[src/apb_pkg.sv]
package apb_pkg;

    localparam int ADDR_W = 8;
    localparam int DATA_W = 32;

    // master to slave
    typedef struct packed {
        logic              psel;
        logic              penable;
        logic              pwrite;
        logic [ADDR_W-1:0] paddr;
        logic [DATA_W-1:0] pwdata;
    } apb_req_t;

    // slave to master
    typedef struct packed {
        logic [DATA_W-1:0] prdata;
        logic              pready;
        logic              pslverr;
    } apb_rsp_t;

    // register map
    typedef enum logic [ADDR_W-1:0] {
        DATA   = 8'h00,                                 // write only, pushes a byte
        STATUS = 8'h04,                                 // read only
        CTRL   = 8'h08                                  // bit 0 is transmit enable
    } reg_addr_e;

endpackage

[src/uart_pkg.sv]
package uart_pkg;

    localparam int TICKS_PER_BIT = 16;                  // clock cycles per serial bit
    localparam int TICK_W        = $clog2(TICKS_PER_BIT);
    localparam int FIFO_DEPTH    = 8;                   // transmit FIFO entries
    localparam int FIFO_PTR_W    = $clog2(FIFO_DEPTH);

    typedef logic [3:0] level_t;                        // holds 0 to FIFO_DEPTH

    typedef enum logic [2:0] {
        IDLE,                                           // line high, waiting for data
        START,                                          // start bit, line low
        DATA,                                           // eight data bits, lsb first
        STOP,                                           // stop bit, line high
        DONE                                            // one cycle gap before idle
    } tx_state_e;

    // read value of the STATUS register, bit 4 reads as zero
    typedef struct packed {
        logic   busy;                                   // bit 7
        logic   full;                                   // bit 6
        logic   empty;                                  // bit 5
        logic   rsvd;                                   // bit 4
        level_t level;                                  // bits 3:0
    } uart_status_t;

endpackage
[src/uart_top.sv]
`timescale 1ns/1ps

module uart_top (
    input  logic              i_clk,
    input  logic              i_rst_n,
    input  apb_pkg::apb_req_t i_apb,
    output apb_pkg::apb_rsp_t o_apb,
    output logic              o_txd
);

    logic             push;
    logic [7:0]       push_data;
    logic             pop;
    logic [7:0]       head;
    logic             full;
    logic             empty;
    uart_pkg::level_t level;
    logic             busy;
    logic             enable;

    // bus side
    apb_uart_regs u_regs (
        .i_clk       (i_clk),
        .i_rst_n     (i_rst_n),
        .i_apb       (i_apb),
        .o_apb       (o_apb),
        .o_push      (push),
        .o_push_data (push_data),
        .i_full      (full),
        .i_empty     (empty),
        .i_level     (level),
        .i_busy      (busy),
        .o_enable    (enable)
    );

    tx_fifo u_fifo (
        .i_clk       (i_clk),
        .i_rst_n     (i_rst_n),
        .i_push      (push),
        .i_push_data (push_data),
        .i_pop       (pop),
        .o_head      (head),
        .o_full      (full),
        .o_empty     (empty),
        .o_level     (level)
    );

    // line side
    uart_tx u_tx (
        .i_clk    (i_clk),
        .i_rst_n  (i_rst_n),
        .i_enable (enable),
        .i_empty  (empty),
        .i_head   (head),
        .o_pop    (pop),
        .o_busy   (busy),
        .o_txd    (o_txd)
    );

endmodule

[src/uart_tx.sv]
`timescale 1ns/1ps

module uart_tx (
    input  logic       i_clk,
    input  logic       i_rst_n,
    input  logic       i_enable,
    input  logic       i_empty,
    input  logic [7:0] i_head,
    output logic       o_pop,
    output logic       o_busy,
    output logic       o_txd
);

    uart_pkg::tx_state_e         state;
    uart_pkg::tx_state_e         next_state;
    logic [uart_pkg::TICK_W-1:0] tick_cnt;
    logic [2:0]                  bit_cnt;               // data bit index
    logic [7:0]                  shift_reg;
    logic                        tick_last;
    logic                        in_frame;              // a bit is on the line

    assign tick_last = tick_cnt == uart_pkg::TICK_W'(uart_pkg::TICKS_PER_BIT - 1);
    assign in_frame  = (state == uart_pkg::START) ||
                       (state == uart_pkg::DATA)  ||
                       (state == uart_pkg::STOP);

    // frame starts on its own once enabled and data is waiting
    assign o_pop  = (state == uart_pkg::IDLE) && i_enable && !i_empty;
    assign o_busy = state != uart_pkg::IDLE;

    always_comb begin
        next_state = state;
        o_txd      = 1'b1;                              // idle line
        case (state)
            uart_pkg::IDLE: begin
                if (o_pop) begin
                    next_state = uart_pkg::START;
                end
            end
            uart_pkg::START: begin
                o_txd = 1'b0;
                if (tick_last) begin
                    next_state = uart_pkg::DATA;
                end
            end
            uart_pkg::DATA: begin
                o_txd = shift_reg[0];                   // lsb first
                if (tick_last && bit_cnt == 3'd7) begin
                    next_state = uart_pkg::STOP;
                end
            end
            uart_pkg::STOP: begin
                if (tick_last) begin
                    next_state = uart_pkg::DONE;
                end
            end
            uart_pkg::DONE: begin
                next_state = uart_pkg::IDLE;            // one cycle gap
            end
            default: next_state = uart_pkg::IDLE;
        endcase
    end

    always_ff @(posedge i_clk or negedge i_rst_n) begin
        if (!i_rst_n) begin
            state    <= uart_pkg::IDLE;
            tick_cnt <= '0;
            bit_cnt  <= '0;
        end else begin
            state <= next_state;
            if (in_frame && !tick_last) begin
                tick_cnt <= tick_cnt + 1'b1;
            end else begin
                tick_cnt <= '0;                         // restart for each bit
            end
            if (state == uart_pkg::IDLE) begin
                bit_cnt <= '0;
            end else if (state == uart_pkg::DATA && tick_last) begin
                bit_cnt <= bit_cnt + 1'b1;
            end
        end
    end

    // byte is loaded at the pop edge, shifted after each data bit
    always_ff @(posedge i_clk) begin
        if (o_pop) begin
            shift_reg <= i_head;
        end else if (state == uart_pkg::DATA && tick_last) begin
            shift_reg <= shift_reg >> 1;
        end
    end

endmodule

[src/tx_fifo.sv]
`timescale 1ns/1ps

module tx_fifo (
    input  logic             i_clk,
    input  logic             i_rst_n,
    input  logic             i_push,
    input  logic [7:0]       i_push_data,
    input  logic             i_pop,
    output logic [7:0]       o_head,
    output logic             o_full,
    output logic             o_empty,
    output uart_pkg::level_t o_level
);

    logic [7:0]                      mem [uart_pkg::FIFO_DEPTH];
    logic [uart_pkg::FIFO_PTR_W-1:0] wr_ptr;
    logic [uart_pkg::FIFO_PTR_W-1:0] rd_ptr;
    uart_pkg::level_t                count;

    assign o_head  = mem[rd_ptr];                       // head byte seen before the pop
    assign o_full  = count == uart_pkg::level_t'(uart_pkg::FIFO_DEPTH);
    assign o_empty = count == '0;
    assign o_level = count;

    // storage, written on push
    always_ff @(posedge i_clk) begin
        if (i_push) begin
            mem[wr_ptr] <= i_push_data;
        end
    end

    // pointers wrap on their own, depth is a power of two
    always_ff @(posedge i_clk or negedge i_rst_n) begin
        if (!i_rst_n) begin
            wr_ptr <= '0;
            rd_ptr <= '0;
            count  <= '0;
        end else begin
            if (i_push) begin
                wr_ptr <= wr_ptr + 1'b1;
            end
            if (i_pop) begin
                rd_ptr <= rd_ptr + 1'b1;
            end
            case ({i_push, i_pop})
                2'b10:   count <= count + 1'b1;
                2'b01:   count <= count - 1'b1;
                default: count <= count;                // both or neither
            endcase
        end
    end

endmodule

[src/apb_uart_regs.sv]
`timescale 1ns/1ps

module apb_uart_regs (
    input  logic                  i_clk,
    input  logic                  i_rst_n,
    input  apb_pkg::apb_req_t     i_apb,
    output apb_pkg::apb_rsp_t     o_apb,
    output logic                  o_push,
    output logic [7:0]            o_push_data,
    input  logic                  i_full,
    input  logic                  i_empty,
    input  uart_pkg::level_t      i_level,
    input  logic                  i_busy,
    output logic                  o_enable
);

    logic                   access;                     // apb access phase
    logic                   room;                       // fifo can take a byte
    logic                   ctrl_we;
    uart_pkg::uart_status_t status;
    apb_pkg::apb_rsp_t      rsp;

    assign access = i_apb.psel & i_apb.penable;
    assign room   = i_level < uart_pkg::level_t'(uart_pkg::FIFO_DEPTH);

    assign status.busy  = i_busy;
    assign status.full  = i_full;
    assign status.empty = i_empty;
    assign status.rsvd  = 1'b0;
    assign status.level = i_level;

    assign o_push_data = i_apb.pwdata[7:0];

    // the transfer completes in the access cycle, so decode is combinational
    always_comb begin
        o_push      = 1'b0;
        ctrl_we     = 1'b0;
        rsp.prdata  = '0;
        rsp.pready  = 1'b1;                             // no wait states
        rsp.pslverr = 1'b0;
        if (access) begin
            case (i_apb.paddr)
                apb_pkg::DATA: begin
                    if (i_apb.pwrite && room) begin
                        o_push = 1'b1;
                    end else begin
                        rsp.pslverr = 1'b1;             // fifo full or read of DATA
                    end
                end
                apb_pkg::STATUS: begin
                    if (i_apb.pwrite) begin
                        rsp.pslverr = 1'b1;
                    end else begin
                        rsp.prdata = {24'b0, status};
                    end
                end
                apb_pkg::CTRL: begin
                    if (i_apb.pwrite) begin
                        ctrl_we = 1'b1;
                    end else begin
                        rsp.prdata = {31'b0, o_enable};
                    end
                end
                default: rsp.pslverr = 1'b1;            // unmapped
            endcase
        end
    end

    assign o_apb = rsp;

    always_ff @(posedge i_clk or negedge i_rst_n) begin
        if (!i_rst_n) begin
            o_enable <= 1'b0;
        end else if (ctrl_we) begin
            o_enable <= i_apb.pwdata[0];
        end
    end

endmodule

[config.mk]
export PLATFORM = sky130hd
export DESIGN_NAME = uart_top
export DESIGN_NICKNAME = d
export VERILOG_FILES = /design/src/apb_pkg.sv /design/src/uart_pkg.sv /design/src/uart_top.sv /design/src/uart_tx.sv /design/src/tx_fifo.sv /design/src/apb_uart_regs.sv
export SDC_FILE = /design/constraint.sdc
export NUM_CORES = 1
export LEC_CHECK = 0
export BUFFER_PORTS_ARGS = -buffer_cell sky130_fd_sc_hd__buf_4
export CAP_MARGIN = 5
export CORE_MARGIN = 4
export CORE_UTILIZATION = 40
export CTS_BUF_LIST = sky130_fd_sc_hd__clkbuf_4 sky130_fd_sc_hd__clkbuf_8
export DETAILED_ROUTE_END_ITERATION = 8
export GPL_ROUTABILITY_DRIVEN = 0
export PLACE_DENSITY = 0.69
export SKIP_LAST_GASP = 1
export SLEW_MARGIN = 5
export SYNTH_ARGS = -nofsm -noshare
export SYNTH_HDL_FRONTEND = slang
export SYNTH_HIERARCHICAL = 1
export SYNTH_SLANG_ARGS = --single-unit
[constraint.sdc]
create_clock -name i_clk -period 3.9 [get_ports i_clk]
set_clock_uncertainty 0.15 [all_clocks]
set_input_delay 0.195 -clock i_clk [delete_from_list [all_inputs] [get_ports i_clk]]
set_output_delay 0.195 -clock i_clk [all_outputs]
set_load 0.02 [all_outputs]
# Word-level counts from Yosys, hierarchy flattened
# Memories as Yosys holds them, arrays and structs flattened.
# Cells that the tools add are included.
# classes
addsub	6
n_lt_le_gt_ge	1
n_eq_ne	14
muxes	27
bitwise_logic	1
n_reduce_logical	18
# ops
op	n
$pmux W32 S2	1
$mux W32	1
$mux W8	3
$mux W3	6
$pmux W3 S4	1
$mux W1	11
$add A3 B1 Y3 const B	3
$add A4 B1 Y4 const B	2
$eq A4 B4 Y1 const B	2
$eq A8 B3 Y1 const B	1
$eq A8 B4 Y1 const B	1
$logic_not A8 Y1	1
$pmux W4 S2	1
$eq A3 B2 Y1 const B	2
$logic_and A1 B1 Y1	6
$ne A2 B1 Y1 const B	3
$reduce_bool A2 Y1	3
$logic_not A4 Y1	1
$lt A4 B4 Y1 const B	1
$mux W4	1
$reduce_and A4 Y1	1
$sub A4 B1 Y4 const B	1
$eq A3 B1 Y1 const B	1
$eq A3 B3 Y1 const B	1
other kinds (10)	12
# word_totals
ff_bits	29
mem_bits_rw	64
word_cells	76
n_memories	1
# memory_table
memory	words	width	rd	rd_ports_with_merged_regs	wr	line_no	source
u_fifo.mem	8	8	1	0	1	tx_fifo.sv:15	logic [7:0] mem [uart_pkg::FIFO_DEPTH];

# Logic depth before layout (Yosys ltp)
# logic_depth
word_depth	7
depth_mapped	11
ltp_nobuf	11

# Cells and area by module
# The synthesis kept the hierarchy.
# by_module_without_submodules
mod	n_inst	cells_per_inst	area_per_inst_um2
tx_fifo	1	147	3040.4
uart_tx	1	71	917.1
apb_uart_regs	1	61	452.9

# Worst setup path before layout
# No wires, ideal clock.
# synth_timing
kind	in2reg
startpoint	input port i_apb[37] (netlist bit)
endpoint	register u_fifo.count[2] (netlist: u_fifo/o_level[2])
arrival_time_ns	2.591
required_time_ns	3.623
path_slack_ns	1.033
stages	11
path_buffers	0
cell_sequence	nor4_2 > nand4_2 > nor4_1 > inv_1 > ha_1 > xor2_1 > ha_1 > a21oi_1 > xor2_1 > nor2_1 > xor2_1
# synth_between
elab_chain_len	5
# synth_rtl
element	line_no	source
start, declared	uart_top.sv:6	input apb_pkg::apb_req_t i_apb,
$logic_not A8 Y1 (*)	apb_uart_regs.sv:42	case (i_apb.paddr)
$mux W1 (*)	apb_uart_regs.sv:42	
$mux W1 (*)	apb_uart_regs.sv:41	if (access) begin
net push	uart_top.sv:11	logic push;
$eq A2 B1 Y1 / $eq A2 B2 Y1 (equally long branches)	tx_fifo.sv:45	case ({i_push, i_pop})
$pmux W4 S2 / $reduce_bool A2 Y1 (equally long branches)	--	
end signal, assigned	tx_fifo.sv:46	2'b10: count <= count + 1'b1;
end signal, assigned	tx_fifo.sv:47	2'b01: count <= count - 1'b1;
end signal, assigned	tx_fifo.sv:48	default: count <= count;
end, declared	tx_fifo.sv:18	uart_pkg::level_t count;
# Mark *: on every way through the listed nets, which the timed path passes. The rest lies on a longest branch.
# A chain may end at the register's enable or synchronous reset.

# Worst setup path after layout
# layout_timing
startpoint	register u_fifo.count[2] (netlist: u_fifo/o_level[2])
endpoint	register u_fifo.count[2] (netlist: u_fifo/o_level[2])
# layout_lines
element	line_no	source
$logic_not A4 Y1 (*)	tx_fifo.sv:22	assign o_empty = count == '0;
net empty	uart_top.sv:16	logic empty;
$logic_not A1 Y1 (*)	uart_tx.sv:28	assign o_pop = (state == uart_pkg::IDLE) && i_enable && !i_empty;
$logic_and A1 B1 Y1 (*)	uart_tx.sv:28	
net pop	uart_top.sv:13	logic pop;
$eq A2 B1 Y1 / $eq A2 B2 Y1 (equally long branches)	tx_fifo.sv:45	
$pmux W4 S2 / $reduce_bool A2 Y1 (equally long branches)	--	
# Marked as above.

==> reports/qor_table.md <==
| Item | This run | Unit |
| --- | --- | --- |
| CTS Sinks | 93 | - |
| Number of buffer and inverter stages on the critical path | 0 | - |
| Data required time of the critical path | 3990 | ps |
| Power share of the sequential group | 60.8 | % |
| Syn Inst Count | 279 | - |
| Number of instances in the placed design | 435 | - |
| Largest buffer count on any clock path | 2 | - |
| Floorplan die area | 12800 | sq um |
| Most instantiated library cell after synthesis | edfxtp_1 | - |
| # Post-CTS Setup Buffers | 0 | - |
| Worst Tran Pin Value | 1000 | ps |
| TritonCTS clock tree | done | - |
| Number of standard-cell rows in the floorplan | 38 | - |
| Mean instance size in the synthesized netlist | 15.8 | sq um |
| Worst min-delay path class | in2async | - |
| Overall overflow remaining after global route | 0 | - |
| HPWL reported at the end of detailed placement | 4740 | um |
| Die Span X | 113 | um |
| Combinational power share | 4.2 | % |
| Clock buffers created by TritonCTS | 9 | - |
| Final sum of negative setup slack | 0 | ps |
| Portion of the post-synthesis area used by sequential elements | 60.9 | % |
| Total of max-cap violations | 0 | - |
| Worst slew margin relative to its limit | 32.9 | % |
| Post-synthesis register bit count | 93 | - |
| Data arrival, critical path | 3150 | ps |
| Post-synth cell types | 46 | - |
| Std-Cell Core Area | 10800 | sq um |
| P_int | 1340 | uW |
| Cell depth of the worst setup path | 9 | - |
| Switching Power | 418 | uW |
| Number of violations reported at the end of detailed-routing iteration 0 | 149 | - |
| Critical path, cell by cell | nor4_1, and4bb_1, ha_1, xor2_1, ha_1, a21oi_1, xor2_1, nor2_1, xor2_1 | - |
| Standard cell with the maximum stage delay on the critical path | and4bb_1 | - |
| Area after DPL | 4610 | sq um |
| Wire length reported by the detailed router | 7300 | um |
| Launch instance of the worst register-to-register path | u_fifo/o_level[2] | - |
| Pin count of the biggest net entering global routing | 22 | - |
| Yosys synthesis warning count | 6 | - |
| Initial antenna violation count | 0 | - |
| Share of synthesized flip-flops with an asynchronous set or reset | 22.6 | % |
| Worst ir drop on vdd | 0.281 | mV |
| R2R setup slack | 840 | ps |
| Top cells by instance count after synthesis | edfxtp_1 (72), buf_4 (34), dfrtp_1 (21) | - |
| Share of cells above drive strength 1 | 24.1 | % |
| Total standard cell area after synthesis | 4410 | sq um |
| Hold buffer count at cts | 9 | - |
| Fraction of power spent switching nets | 23.7 | % |
| Ant. Diodes | 0 | - |
| Outcome | finished clean | - |
| Root buffer cell | clkbuf_8 | - |
| Effective utilization at floorplan | 40.9 | % |
| Top cell type by total area after synthesis | edfxtp_1 | - |
| Type of the worst setup path | reg2reg | - |
| Final number of hold-violating endpoints | 0 | - |
| Total of buffers placed on input and output ports | 29 | - |
| Clk network pwr share | 35.0 | % |
| Reg-to-reg critical path endpoint | u_fifo/o_level[2] | - |
| CTS resizes | 0 | - |
| Top cell type's share of synthesized area | 49.0 | % |
| Setup repair after global routing missed its margin | no | - |
| Power per Cell Area | 360 | nW/um^2 |
| Peak per-stage delay on the critical path | 550 | ps |
| Core occupancy in the finished layout | 45.3 | % |
| Number of pins exceeding their max-slew limit in the final report | 0 | - |
| Static power due to leakage | 0.00186 | uW |
| Clock transition at the registers of the reported paths | 100 | ps |
| Final worst path period need | 3060 | ps |
| Crit path capture type | flop | - |
| First-pass GRT wire length | 11700 | um |
| Via density per instance | 4.93 | - |
| Area Overhead vs Synth | 10.9 | % |
| Worst path most repeated cell | xor2_1 | - |
| Final worst-path cycle share | 78.4 | % |
| Max reg flops | 64 | - |
| Most frequently used flop master after synthesis | edfxtp_1 | - |
| Cell area after layout | 4890 | sq um |
| Area contributors post-synth | edfxtp_1 (49%), dfrtp_1 (12%), mux4_1 (9.5%), buf_4 (5.8%), mux2_2 (3.1%) | - |
| DRC Markers | 0 | - |
| Number of global-route vias before repair | 2318 | - |
| Routed Antenna Nets | 0 | - |
| Startpoint class of the critical path | flop | - |
| Clk_lat worst skew | 360 | ps |
| Via Count | 2270 | - |
| Top delay family on crit path | simple AND/OR/NAND/NOR gates | - |
| Critical-path maximum fanout | 14 | - |
| Router iterations before antenna repair | 4 | - |
| Total track usage | 11.9 | % |
| Tot Pwr | 1760 | uW |
| Num ports | 80 | - |
| Count of non-filler cells in the finished layout | 460 | - |
| F_max | 327 | MHz |
| Endpoints failing setup | 0 | - |
| Depth of the most critical reg-to-reg path | 9 | - |
| H-tree Lvls | 3 | - |
| Die height | 113 | um |
| Number of synthesized flops with an enable pin | 72 | - |
| Routed length per instance | 15.9 | um |
| Number of nets in the layout | 368 | - |
==> power by group through the flow <==
stage          combinational, uW  clock, uW  sequential (uW)
6_report                    73.2        617             1070
5_1_grt                     80.1        678             1070
4_1_cts                     73.3        636             1070
3_5_place_dp                66.0          0             1090
3_3_place_gp                63.6          0             1090
2_1_floorplan               65.8          0             1090
==> per-stage QoR <==
stage                     hold WS, ps  worst slack, ps
after floorplan                  -251             1030
after global placement          -52.6              872
after detailed placement        -45.7              864
after CTS                        94.6              841
after global routing              113              629
final                            94.6              844
==> final cells by class <==
| type | count | area [sq um] |
|---|---|---|
| Clock buffer | 9 | 124 |
| Clock inverter | 7 | 66.3 |
| Fill cell | 924 | 5900 |
| Inverter | 4 | 15.0 |
| Multi-Input combinational cell | 162 | 1460 |
| Sequential cell | 93 | 2690 |
| Tap cell | 140 | 175 |
| Timing Repair Buffer | 45 | 360 |
==> worst register-to-register path: cells and delay by family, from the launching register on <==
kind            cells  cell delay, ps
simple gates        3            1150
flops               1             460
xor+xnor            3             470
compound gates      1             140
fa+ha+maj           2             590
==> layer usage <==
metal	vias to the layer above	part of all wire [%]	global-route usage, %
met5	-	0	0
met4	0	1.1	3.45
met3	8	4.9	2.78
met2	64	52	21.3
met1	1117	42	14.2
li1	1081	-	-
==> placed cells by master (no fill, tap or decap), types with 3 or more instances in the layout <==
master,synthesis,layout
edfxtp_1,72,72
buf_4,34,36
conb_1,2,26
dfrtp_1,21,21
mux4_1,16,16
nor2_1,13,13
mux2_2,12,12
clkbuf_8,0,9
dlygate4sd3_1,0,9
xor2_1,8,8
ha_1,8,8
nand3_1,8,8
mux2_4,7,7
nand2b_1,6,6
and2_1,6,6
nand2_1,5,5
inv_1,4,4
xnor2_1,4,4
nor2b_1,4,4
clkinv_4,0,3
nor3_1,3,3
nor4_1,3,3
a21oi_1,3,3
nor3b_1,3,3
nand4_1,3,3
==> logic make-up after synthesis <==
family / share of synthesized area [%]
AO/OA/AOI/OAI: 2.07
buffers and inverters: 7.94
adder cells (fa/ha/maj): 2.27
XOR/XNOR: 2.38
multiplexers: 15.2
flip-flops: 60.9
AND/OR/NAND/NOR: 9.02
other: 0.170
==> worst max path at each step <==
stage	from	endpoint	slack, ps
finish	u_fifo/o_level[2]	u_fifo/o_level[2]	840
global route	u_fifo/o_level[2]	u_fifo/o_level[2]	630
CTS	u_fifo/o_level[2]	u_fifo/o_level[2]	840
detailed placement	u_fifo/o_level[2]	u_fifo/o_level[2]	860
global placement	u_fifo/o_level[2]	u_fifo/o_level[2]	870
floorplan	i_apb[37]	u_fifo/o_level[2]	1030
(Power assumes the default switching activity.)
